File: src/rtl/cachePkg.sv
package cachePkg;

  // request and data widths
  localparam int addrWidth = 32;
  localparam int xlen = 64;

  // line geometry, 32-byte lines fetched in four beats
  localparam int offsetWidth = 5;
  localparam int beatsPerLine = 4;
  localparam int lineWidth = xlen * beatsPerLine;

  // victim choice and hit encoding assume two ways
  localparam int numWays = 2;

  // controller states
  typedef enum logic [2:0] {
    stIdle,
    stCompare,
    stMiss,
    stRefill,
    stReplay
  } cacheStateE;

endpackage

File: src/rtl/refillIf.sv
`timescale 1ns/1ps

interface refillIf;
  import cachePkg::*;

  // one-cycle pulse that kicks off a line fetch
  logic                       start;
  logic [addrWidth-1:0]       lineAddr;
  // way that receives the line
  logic [$clog2(numWays)-1:0] way;

  // one-cycle pulse, line is written in this cycle
  logic                       done;
  logic [lineWidth-1:0]       lineData;

  modport refill (
    input  start, lineAddr,
    output done, lineData
  );

  modport array (
    input done, lineData, way
  );

  modport ctrl (
    output start, lineAddr, way,
    input  done
  );

endinterface

File: src/rtl/refillUnit.sv
`timescale 1ns/1ps

module refillUnit (
  input  logic                           clk,
  input  logic                           rst_n,
  input  logic                           memRdAck_i,
  input  logic                           memRdValid_i,
  input  logic                           memRdLast_i,
  input  logic [cachePkg::xlen-1:0]      memRdData_i,
  output logic                           memRdReq_o,
  output logic [cachePkg::addrWidth-1:0] memAddr_o,
  refillIf.refill                        refill
);
  import cachePkg::*;

  localparam int beatWidth = $clog2(beatsPerLine);

  logic                 busy;
  logic                 ackSeen;
  logic                 beatTake;
  logic [beatWidth-1:0] beatCnt;
  logic [lineWidth-1:0] lineBuf;
  logic                 doneQ;

  assign ackSeen = memRdReq_o && memRdAck_i;
  // beats may start in the acknowledge cycle
  assign beatTake = (busy || ackSeen) && memRdValid_i;

  always_ff @(posedge clk or negedge rst_n) begin
    if (!rst_n) begin
      memRdReq_o <= 1'b0;
      busy <= 1'b0;
      beatCnt <= '0;
      doneQ <= 1'b0;
    end else begin
      doneQ <= beatTake && memRdLast_i;
      // request held until memory acknowledges
      if (refill.start) begin
        memRdReq_o <= 1'b1;
      end else if (ackSeen) begin
        memRdReq_o <= 1'b0;
      end
      if (ackSeen) begin
        busy <= 1'b1;
      end
      if (beatTake && memRdLast_i) begin
        busy <= 1'b0;
      end
      if (refill.start) begin
        beatCnt <= '0;
      end else if (beatTake) begin
        beatCnt <= beatCnt + 1'b1;
      end
    end
  end

  always_ff @(posedge clk) begin
    if (refill.start) begin
      memAddr_o <= refill.lineAddr;
    end
    // each beat lands at its own word position
    if (beatTake) begin
      lineBuf[beatCnt * xlen +: xlen] <= memRdData_i;
    end
  end

  assign refill.done = doneQ;
  assign refill.lineData = lineBuf;

endmodule

File: src/flat_wrapper.sv
// flat-port wrapper written by rule: the top's interface ports become plain ports
module refillUnit_flat import cachePkg::*;
  (clk, rst_n, memRdAck_i, memRdValid_i, memRdLast_i, memRdData_i, memRdReq_o, memAddr_o, refill_start, refill_lineAddr, refill_done, refill_lineData);
  refillIf refill_i ();
  input  logic clk;
  input  logic rst_n;
  input  logic memRdAck_i;
  input  logic memRdValid_i;
  input  logic memRdLast_i;
  input  logic [cachePkg::xlen-1:0] memRdData_i;
  output logic memRdReq_o;
  output logic [cachePkg::addrWidth-1:0] memAddr_o;
  input wire logic [$bits(refill_i.start)-1:0] refill_start;
  input wire logic [$bits(refill_i.lineAddr)-1:0] refill_lineAddr;
  output wire logic [$bits(refill_i.done)-1:0] refill_done;
  output wire logic [$bits(refill_i.lineData)-1:0] refill_lineData;
  assign refill_i.start = refill_start;
  assign refill_i.lineAddr = refill_lineAddr;
  assign refill_done = refill_i.done;
  assign refill_lineData = refill_i.lineData;
  refillUnit u_core (.clk(clk), .rst_n(rst_n), .memRdAck_i(memRdAck_i), .memRdValid_i(memRdValid_i), .memRdLast_i(memRdLast_i), .memRdData_i(memRdData_i), .memRdReq_o(memRdReq_o), .memAddr_o(memAddr_o), .refill(refill_i));
endmodule
File: config.mk
export PLATFORM = sky130hd
export DESIGN_NAME = refillUnit_flat
export DESIGN_NICKNAME = d
export VERILOG_FILES = /design/src/rtl/cachePkg.sv /design/src/rtl/refillIf.sv /design/src/rtl/refillUnit.sv /design/src/flat_wrapper.sv
export SDC_FILE = /design/constraint.sdc
export NUM_CORES = 1
export LEC_CHECK = 0
export BUFFER_PORTS_ARGS = -buffer_cell sky130_fd_sc_hd__buf_4
export CORE_AREA = 2 2 193 195
export DETAILED_ROUTE_END_ITERATION = 8
export DIE_AREA = 0 0 195 197
export MAX_ROUTING_LAYER = met4
export PLACE_DENSITY = 0.58
export RECOVER_POWER = 50
export SLEW_MARGIN = 20
export SYNTH_ARGS = -nofsm -noshare
export SYNTH_HDL_FRONTEND = slang
export SYNTH_SLANG_ARGS = --single-unit
File: constraint.sdc
create_clock -name clk -period 9.4 [get_ports clk]
set_input_delay 1.88 -clock clk [delete_from_list [all_inputs] [get_ports clk]]
set_output_delay 1.88 -clock clk [all_outputs]
set_load 0.03 [all_outputs]
==> impl_metrics.env <==
export IMPL_area_growth_syn_to_layout_pct=36.1
export IMPL_drive_gt1_share_pct=29.1
export IMPL_gpl_final_weighted_congestion=0.734
export IMPL_dpl_cell_count=1446
export IMPL_failed_checks="max-capacitance violations, max-slew violations"
export IMPL_cts_hold_buffers=0
export IMPL_timing_max_slew_rel_slack_pct=-66.5
export IMPL_hold_worst_slack_ns=0.521
export IMPL_worst_path_dominant_cell_family="simple AND/OR/NAND/NOR gates"
export IMPL_crit_path_max_fo=30
export IMPL_timing_final_max_slew_violations=154
export IMPL_avgSynthCellArea_um2=17.8
export IMPL_die_width_um=195
export IMPL_final_period_utilization_pct=42.4
export IMPL_setup_total_negative_slack_ns=0
export IMPL_yosysWarnings=0
export IMPL_startpoint_type="flip-flop"
export IMPL_synth_sequential_area_ratio_pct=81.7
export IMPL_end_kind="flip-flop"
export IMPL_netlist_cell_type_count=19
export IMPL_cp_data_arrival_time_ns=4.41
export IMPL_post_cts_setup_repair_bufs=0
export IMPL_design_die_area_mm2=0.0384
export IMPL_overflow_left_after_global_routing=0
export IMPL_synthDominantAreaCellType="edfxtp_1"
export IMPL_p_leak_uw=0.00521
export IMPL_layout_cells_most_common_list="edfxtp_1, buf_4, clkbuf_1"
export IMPL_syn_cell_area_mm2=0.0107
export IMPL_antenna_cells_inserted=0
export IMPL_clock_skew_final_ns=0.0104
export IMPL_grt_start_max_net_pins=65
export IMPL_cts_resized=0
export IMPL_post_layout_total_power_uw=3080
export IMPL_antenna_found_initial=1
export IMPL_unrepaired_setup_endpoints_after_global_routing="no"
export IMPL_worstPathRequired_ns=9.83
export IMPL_hold_violation_count_in_the_final_report=0
export IMPL_fin_nets=1117
export IMPL_instances_no_fill=1498
export IMPL_final_setup_violation_count=0
export IMPL_drt_iter0_markers=287
export IMPL_placement_io_buffers=391
export IMPL_clkLatencyLatePin_ns=0.56
export IMPL_detailroute_via_count=6310
export IMPL_firstDrtPassIters=4
export IMPL_mappedNetlistNets=712
export IMPL_die_height_um=197
export IMPL_clockRootBuffer="clkbuf_16"
export IMPL_timing_critical_path_buf_inv=2
export IMPL_antenna_violating_nets_post_route=0
export IMPL_core_mm2=0.0363
export IMPL_cts_htree_levels=1
export IMPL_mostFrequentLayoutCell="edfxtp_1"
export IMPL_hold_crit_class="reg2reg"
export IMPL_numCtsBuffers=30
export IMPL_status="finished, violations left"
export IMPL_ir_drop_v=0.000151
export IMPL_std_cell_rows=70
export IMPL_numClockSinks=293
export IMPL_synth_top_area_share_pct=80.5
export IMPL_timing_final_crit_period_ns=3.99
export IMPL_worst_setup_path_type="reg2reg"
export IMPL_ys_seq_elements=293
export IMPL_post_drt_via_cell_ratio=4.21
export IMPL_dp_hpwl_um=18800
export IMPL_clkSlewWorstSetupHoldPaths_ns=0.06
export IMPL_post_synth_inst_count=605
export IMPL_cp_cell_sequence="inv_1 > ha_1 > nand2b_1 > nor3_1 > buf_4 > and2_1"
export IMPL_worst_slew_pin_transition_ns=2.50
export IMPL_pin_count=392
export IMPL_max_freq_mhz=251
export IMPL_detail_route_drc_violations=0
export IMPL_netlist_top_cells_area="edfxtp_1, and2_1, dfrtp_1"
export IMPL_track_usage_pct=14.8
export IMPL_fillCellCount=3454
export IMPL_clk_path_buf_depth=3
export IMPL_vias_in_the_first_global_route=6636
export IMPL_pwr_density_cell_mw_per_mm2=211
export IMPL_routedWlPerCell_um=19.0
export IMPL_grt_first_pass_wirelength_um=41500
export IMPL_cp_slowest_cell="nor3_1"
export IMPL_worst_path_largest_cell_delay_ns=1.84
export IMPL_max_cap_violations=4
export IMPL_initial_core_util_pct=29.6
export IMPL_tritoncts_clock_tree="yes"
export IMPL_detail_route_wirelength_um=28400
-- cell usage after synthesis (all sizes together) --
library cell / instances
nor3: 3
a21o: 1
a21oi: 2
ha: 5
clkbuf: 24
edfxtp: 288
nor2b: 1
nand2b: 3
nand2: 2
inv: 3
nor4b: 1
and2: 261
mux2: 1
dfrtp: 5
mux2i: 1
nor2: 4
-- area by class of cell --
| cell class | count | area (um^2) | share of cell area (%) |
|---|---|---|---|
| clock inverters | 18 | 211 | 1.45 |
| multi-input cells | 285 | 1830 | 12.5 |
| flip-flops and latches | 293 | 8770 | 60.0 |
| inverters | 3 | 11.3 | 0.0770 |
| repair buffers | 397 | 2430 | 16.6 |
| well taps | 468 | 586 | 4.00 |
| clock buffers | 34 | 787 | 5.38 |
-- worst paths after layout --
path / startpoint / endpoint / slack (ns) / cells after the start
worst min-delay path: u_core.memRdReq_o / u_core.memRdReq_o / 0.52 / 1
worst max-delay path: u_core.beatCnt[0] / u_core.refill.lineData[249] / 5.41 / 6
worst max register to register: u_core.beatCnt[0] / u_core.refill.lineData[249] / 5.41 / 6
worst min register to register: u_core.memRdReq_o / u_core.memRdReq_o / 0.52 / 1
min in group asynchronous: rst_n / u_core.beatCnt[1] / 1.17 / 1
max in group asynchronous: rst_n / u_core.refill.done / 8.01 / 1
-- registers in the layout, indices dropped and copies added (netlist names) --
| name | count |
|---|---|
| u_core.refill.lineData | 256 |
| u_core.memAddr_o | 32 |
| u_core.beatCnt | 2 |
| u_core.busy | 1 |
| u_core.memRdReq_o | 1 |
| u_core.refill.done | 1 |
-- kinds of logic (layout without fill, tap and decap cells) --
group,after synthesis,after routing,share of synthesized area [%]
AND/OR/NAND/NOR,275,275,16.3
buffers and inverters,27,452,1.12
adder cells (fa/ha/maj),5,5,0.582
AO/OA/AOI/OAI,3,3,0.163
multiplexers,2,2,0.198
flip-flops,293,293,81.7
-- routing by layer --
metal | vias up | track usage, % | routed length [um]
li1 | 2926 | - | -
met1 | 3062 | 17.9 | 11800
met2 | 291 | 23.9 | 13500
met3 | 31 | 5.46 | 2720
met4 | 0 | 2.83 | 429
met5 | - | - | 0
-- through the flow --
stage	area [um^2]	utilization, %	setup slack [ns]
after global routing	14600	40.3	4.92
after floorplan	10700	-	5.16
after CTS	15200	42.0	6.08
final	14600	40.3	5.41
after global placement	14200	39.2	5.56
after detailed placement	14200	39.2	5.47
-- worst register-to-register path, delay by kind of cell (launching register included) --
family | cells | cell delay, ns
AND/OR/NAND/NOR | 3 | 2.24
flip-flops | 1 | 0.50
adder cells (fa/ha/maj) | 1 | 0.39
buffers and inverters | 2 | 0.73
-- power breakdown --
group | switching [uW] | total (uW) | internal [uW]
Clock | 485 | 1220 | 731
Sequential | 19.1 | 1530 | 1510
Combinational | 234 | 338 | 104
Total | 738 | 3080 | 2340
Note: power is estimated with default switching activity, not from simulation.
