===== src/rtl/cachePkg.sv =====
package cachePkg;

  // request and data widths
  localparam int addrWidth = 32;
  localparam int xlen = 64;

  // line geometry, 32-byte lines fetched in four beats
  localparam int offsetWidth = 5;
  localparam int beatsPerLine = 4;
  localparam int lineWidth = xlen * beatsPerLine;

  // victim choice and hit encoding assume two ways
  localparam int numWays = 2;

  // controller states
  typedef enum logic [2:0] {
    stIdle,
    stCompare,
    stMiss,
    stRefill,
    stReplay
  } cacheStateE;

endpackage


===== src/rtl/lookupIf.sv =====
`timescale 1ns/1ps

interface lookupIf #(
  parameter int numSets = 64
) ();
  import cachePkg::*;

  localparam int indexWidth = $clog2(numSets);
  localparam int tagWidth = addrWidth - indexWidth - offsetWidth;
  localparam int wordSelWidth = $clog2(beatsPerLine);

  // request side, driven by the controller
  logic                       lookupEn;
  logic [indexWidth-1:0]      index;
  logic [tagWidth-1:0]        tag;
  logic [wordSelWidth-1:0]    wordSel;

  // result side, valid the cycle after lookupEn
  logic                       hitWay0;
  logic                       hitWay1;
  logic [$clog2(numWays)-1:0] victimWay;

  modport ctrl (
    output lookupEn, index, tag, wordSel,
    input  hitWay0, hitWay1, victimWay
  );

  modport array (
    input  lookupEn, index, tag, wordSel,
    output hitWay0, hitWay1, victimWay
  );

endinterface


===== src/rtl/refillIf.sv =====
`timescale 1ns/1ps

interface refillIf;
  import cachePkg::*;

  // one-cycle pulse that kicks off a line fetch
  logic                       start;
  logic [addrWidth-1:0]       lineAddr;
  // way that receives the line
  logic [$clog2(numWays)-1:0] way;

  // one-cycle pulse, line is written in this cycle
  logic                       done;
  logic [lineWidth-1:0]       lineData;

  modport refill (
    input  start, lineAddr,
    output done, lineData
  );

  modport array (
    input done, lineData, way
  );

  modport ctrl (
    output start, lineAddr, way,
    input  done
  );

endinterface


===== src/rtl/cacheCtrl.sv =====
`timescale 1ns/1ps

module cacheCtrl #(
  parameter int numSets = 64
) (
  input  logic                           clk,
  input  logic                           rst_n,
  input  logic [cachePkg::addrWidth-1:0] addr_i,
  input  logic                           valid_i,
  output logic                           addrOk_o,
  output logic                           dataOk_o,
  lookupIf.ctrl                          lookup,
  refillIf.ctrl                          refill
);
  import cachePkg::*;

  localparam int indexWidth = $clog2(numSets);
  localparam int tagWidth = addrWidth - indexWidth - offsetWidth;
  localparam int wordSelWidth = $clog2(beatsPerLine);

  cacheStateE                 state;
  cacheStateE                 nextState;
  logic [addrWidth-1:0]       reqAddr;
  logic [$clog2(numWays)-1:0] missWay;
  logic                       hit;
  logic                       accept;

  assign hit = lookup.hitWay0 | lookup.hitWay1;

  // new request allowed when idle or while the current one hits
  assign addrOk_o = (state == stIdle) || ((state == stCompare) && hit);
  assign dataOk_o = (state == stCompare) && hit;
  assign accept = valid_i && addrOk_o;

  always_comb begin
    nextState = state;
    case (state)
      stIdle: begin
        if (valid_i) begin
          nextState = stCompare;
        end
      end
      stCompare: begin
        if (!hit) begin
          nextState = stMiss;
        end else if (!valid_i) begin
          nextState = stIdle;
        end
      end
      stMiss: begin
        nextState = stRefill;
      end
      stRefill: begin
        if (refill.done) begin
          nextState = stReplay;
        end
      end
      stReplay: begin
        nextState = stCompare;
      end
      default: begin
        nextState = stIdle;
      end
    endcase
  end

  always_ff @(posedge clk or negedge rst_n) begin
    if (!rst_n) begin
      state <= stIdle;
      missWay <= '0;
    end else begin
      state <= nextState;
      // remember where the missing line goes
      if ((state == stCompare) && !hit) begin
        missWay <= lookup.victimWay;
      end
    end
  end

  always_ff @(posedge clk) begin
    if (accept) begin
      reqAddr <= addr_i;
    end
  end

  // arrays read the incoming index on accept, the held one on replay
  assign lookup.lookupEn = accept || (state == stReplay);
  assign lookup.index = accept ? addr_i[offsetWidth +: indexWidth]
                               : reqAddr[offsetWidth +: indexWidth];
  assign lookup.tag = reqAddr[addrWidth-1 -: tagWidth];
  assign lookup.wordSel = reqAddr[offsetWidth-1 -: wordSelWidth];

  assign refill.start = (state == stMiss);
  assign refill.lineAddr = {reqAddr[addrWidth-1:offsetWidth], {offsetWidth{1'b0}}};
  assign refill.way = missWay;

endmodule


===== src/flat_wrapper.sv =====
// flat-port wrapper written by rule: the top's interface ports become plain ports
module cacheCtrl_flat import cachePkg::*;
#(
  parameter int numSets = 64
)
  (clk, rst_n, addr_i, valid_i, addrOk_o, dataOk_o, lookup_lookupEn, lookup_index, lookup_tag, lookup_wordSel, lookup_hitWay0, lookup_hitWay1, lookup_victimWay, refill_start, refill_lineAddr, refill_way, refill_done);
  lookupIf #(.numSets(numSets)) lookup_i ();
  refillIf refill_i ();
  input  logic clk;
  input  logic rst_n;
  input  logic [cachePkg::addrWidth-1:0] addr_i;
  input  logic valid_i;
  output logic addrOk_o;
  output logic dataOk_o;
  output wire logic [$bits(lookup_i.lookupEn)-1:0] lookup_lookupEn;
  output wire logic [$bits(lookup_i.index)-1:0] lookup_index;
  output wire logic [$bits(lookup_i.tag)-1:0] lookup_tag;
  output wire logic [$bits(lookup_i.wordSel)-1:0] lookup_wordSel;
  input wire logic [$bits(lookup_i.hitWay0)-1:0] lookup_hitWay0;
  input wire logic [$bits(lookup_i.hitWay1)-1:0] lookup_hitWay1;
  input wire logic [$bits(lookup_i.victimWay)-1:0] lookup_victimWay;
  output wire logic [$bits(refill_i.start)-1:0] refill_start;
  output wire logic [$bits(refill_i.lineAddr)-1:0] refill_lineAddr;
  output wire logic [$bits(refill_i.way)-1:0] refill_way;
  input wire logic [$bits(refill_i.done)-1:0] refill_done;
  assign lookup_lookupEn = lookup_i.lookupEn;
  assign lookup_index = lookup_i.index;
  assign lookup_tag = lookup_i.tag;
  assign lookup_wordSel = lookup_i.wordSel;
  assign lookup_i.hitWay0 = lookup_hitWay0;
  assign lookup_i.hitWay1 = lookup_hitWay1;
  assign lookup_i.victimWay = lookup_victimWay;
  assign refill_start = refill_i.start;
  assign refill_lineAddr = refill_i.lineAddr;
  assign refill_way = refill_i.way;
  assign refill_i.done = refill_done;
  cacheCtrl #(.numSets(numSets)) u_core (.clk(clk), .rst_n(rst_n), .addr_i(addr_i), .valid_i(valid_i), .addrOk_o(addrOk_o), .dataOk_o(dataOk_o), .lookup(lookup_i), .refill(refill_i));
endmodule

===== config.mk =====
export PLATFORM = sky130hd
export DESIGN_NAME = cacheCtrl_flat
export DESIGN_NICKNAME = d
export VERILOG_FILES = /design/src/rtl/cachePkg.sv /design/src/rtl/lookupIf.sv /design/src/rtl/refillIf.sv /design/src/rtl/cacheCtrl.sv /design/src/flat_wrapper.sv
export SDC_FILE = /design/constraint.sdc
export NUM_CORES = 1
export LEC_CHECK = 0
export BUFFER_PORTS_ARGS = -buffer_cell sky130_fd_sc_hd__buf_2
export CAP_MARGIN = 20
export CELL_PAD_IN_SITES_DETAIL_PLACEMENT = 1
export CELL_PAD_IN_SITES_GLOBAL_PLACEMENT = 2
export CORE_AREA = 2 2 85 87
export DETAILED_ROUTE_END_ITERATION = 10
export DIE_AREA = 0 0 87 89
export PLACE_DENSITY_LB_ADDON = 0.2
export SETUP_SLACK_MARGIN = 0.2
export SLEW_MARGIN = 20
export SYNTH_ARGS = -nofsm -noshare
export SYNTH_HDL_FRONTEND = slang
export SYNTH_SLANG_ARGS = --single-unit

===== constraint.sdc =====
create_clock -name clk -period 2 [get_ports clk]
set_clock_uncertainty 0.2 [all_clocks]
set_input_delay 0.4 -clock clk [delete_from_list [all_inputs] [get_ports clk]]
set_output_delay 0.4 -clock clk [all_outputs]
set_load 0.005 [all_outputs]

==> run summary <==
status: finished, violations left
failing checks: setup timing
CP max FO: 8
ys flop type: edfxtp_1
CP Buf/Inv Count: 1
Critical Path Start Type: register
layout net count: 223
RSZ-0062 raised after global routing: true
Area after DPL: 1870 µm²
Initial DRT Pass Iterations: 4
num rows: 30
WP data arrival: 1.53 ns
final slew viol count: 0
Register Area: 972 µm²
Final Non-Filler Cells: 265
via count: 1042
CP max stage cell: dfrtp_1
WP data required: 1.40 ns
RR Endpoint: u_core.reqAddr[28]
DRT iter0 DRCs: 15
fin crit share: 1.07
Fmax achieved: 469 MHz
Final Wtd Congestion: 0.673
Worst Hold Class: in2reg
Die Wd: 87 µm
core area: 6720 µm²
antenna violations before repair: 0
synth cell count leaders: edfxtp_1 (29), buf_4 (27), mux2_2 (7)
Inst Count DP: 248
drt total wl: 3550 µm
Post-Synthesis Cells: 88
most frequent cell after synthesis: edfxtp_1
starting density of the core: 0.209
area share of the largest cell type after synthesis: 0.620
first-pass GRT wire length: 5070 µm
GRT Util Overall: 0.0877
Reg2Reg Setup Slack: 0.05 ns
IO Count: 105
clock-pin slew on the worst setup and hold paths: 0.07 ns
DRC errors left: 0
hpwl dp: 2570 µm
worst skew pair latency: 0.28 ns
final-report hold violation count: 0
CP top delay family: simple AND/OR/NAND/NOR gates
Place WS: -0.0466 ns
vias in the first global route: 1016
worst setup margin: -0.130 ns
Finish-stage setup viols: 7
fin util: 0.325
R2R depth: 6
worst hold slack: 0.0941 ns
biggest area consumer among synthesized cells: edfxtp_1
Area contributors post-synth: edfxtp_1 (62%), buf_4 (14%), dfrtp_1 (7.1%)
clk buf depth: 2
ys async rst share: 0.121
Tmin final: 2.13 ns
H-tree levels: 2
CTS tree: built
peak supply drop: 0.349 mV
Root Driver: clkbuf_8
n_diodes: 0
largest net degree at the start of global routing: 12
post-synthesis sequential area ratio: 0.692
Die Footprint: 7740 µm²
hold_sp: addr_i[4]
WHS Endpoint: u_core.reqAddr[4]
total grt overflow: 0
WL/cell: 13.4 µm
Yosys reg bits: 33
CTS Buf Count: 5
Mapped Area: 1400 µm²
Cell Pwr Density: 1230 nW/µm²
Die Y: 89 µm
DR vias/cell: 3.93
clock sink count: 33
Post-synth EDFFs: 29
CP Cell Sequence: nor3b_4 > nand3b_4 > mux2_4 > buf_6
Synth-to-Final Area Change: 55.6%
number of routed nets with antenna violations: 0
Cell variety after synth: 18
I/O Buffers: 96
share of layout cells above drive strength 1: 0.719
Hold Path Depth: 1
max-cap viol count: 0
crit end category: output port
worst r2r src: u_core.state[0]
area of the multi-input gates: 285 µm²
Yosys warnings: 0
Syn Area/Cell: 16.0 µm²
Setup CP Type: reg2out
Design Area, Final: 2180 µm²
Leak: 1.02 nW
fill cell count: 752
CP max stage delay: 0.35 ns
[metrics by stage]
step                total power, mW  setup TNS, ns
detailed placement             1.80         -0.210
floorplan                      1.47              0
CTS                            2.66         -0.893
global route                   2.85          -1.36
finish                         2.68         -0.837
global placement               1.78       -0.00382
[report_power, final]
part | internal, mW | leakage, nW | total, mW | switching (mW)
clock | 0.368 | 0.0528 | 0.614 | 0.246
combinational | 0.619 | 0.642 | 1.04 | 0.424
sequential | 0.945 | 0.322 | 1.02 | 0.0744
[per-layer routing]
layer	vias up	global-route usage	routed length, µm
met3	4	0.0369	403
met4	0	0.0341	25
met5	-	0	0
met2	69	0.149	1810
li1	473	-	-
met1	496	0.0979	1310
[cells in the final DEF, fill, tap and decap left out, types with 3 or more instances in the layout]
cell,count
buf_2,90
buf_4,7
buf_6,10
clkbuf_8,5
conb_1,5
dfrtp_1,3
edfxtp_1,29
mux2_4,6
nand2_1,3
[state kept, by name (all words and copies together), names as in the netlist]
name	count
u_core.refill.way	1
u_core.reqAddr	29
u_core.state	3
[cells by family after synthesis]
logic type | count (synthesis) | synth area share
and+or+nand+nor | 13 | 0.0677
buffers and inverters | 28 | 0.147
DFF | 33 | 0.692
AOI/OAI and AO/OA | 5 | 0.0276
other | 1 | 0.00267
muxes | 8 | 0.0633
[cell type report]
cell class / instances / share of cell area
Timing Repair Buffer: 112 / 0.326
Tap cell: 80 / 0.0458
Clock inverter: 2 / 0.0155
Sequential cell: 33 / 0.445
Clock buffer: 6 / 0.0332
Inverter: 1 / 0.00344
Multi-Input combinational cell: 31 / 0.131
[how the worst max path moves through the flow]
stage,from,end,slack [ns],depth (start not counted)
floorplan,u_core.state[0],u_core.reqAddr[10],0.17,3
global placement,lookup_hitWay1,lookup_index[0],-0.004,5
detailed placement,lookup_hitWay1,lookup_index[2],-0.05,5
CTS,u_core.state[0],lookup_index[2],-0.15,4
global route,u_core.state[0],lookup_index[3],-0.20,4
finish,u_core.state[0],lookup_index[2],-0.13,4
[what timing repair did]
item	4_1_cts	5_1_grt
setup buffers	4	3
pin swaps	1	2
gates cloned	1	0
hold buffers	1	0
hold endpoints to repair	4	0
gates resized for setup	17	6
setup endpoints to repair	30	39
No activity file was read; power rests on OpenSTA's default activity.
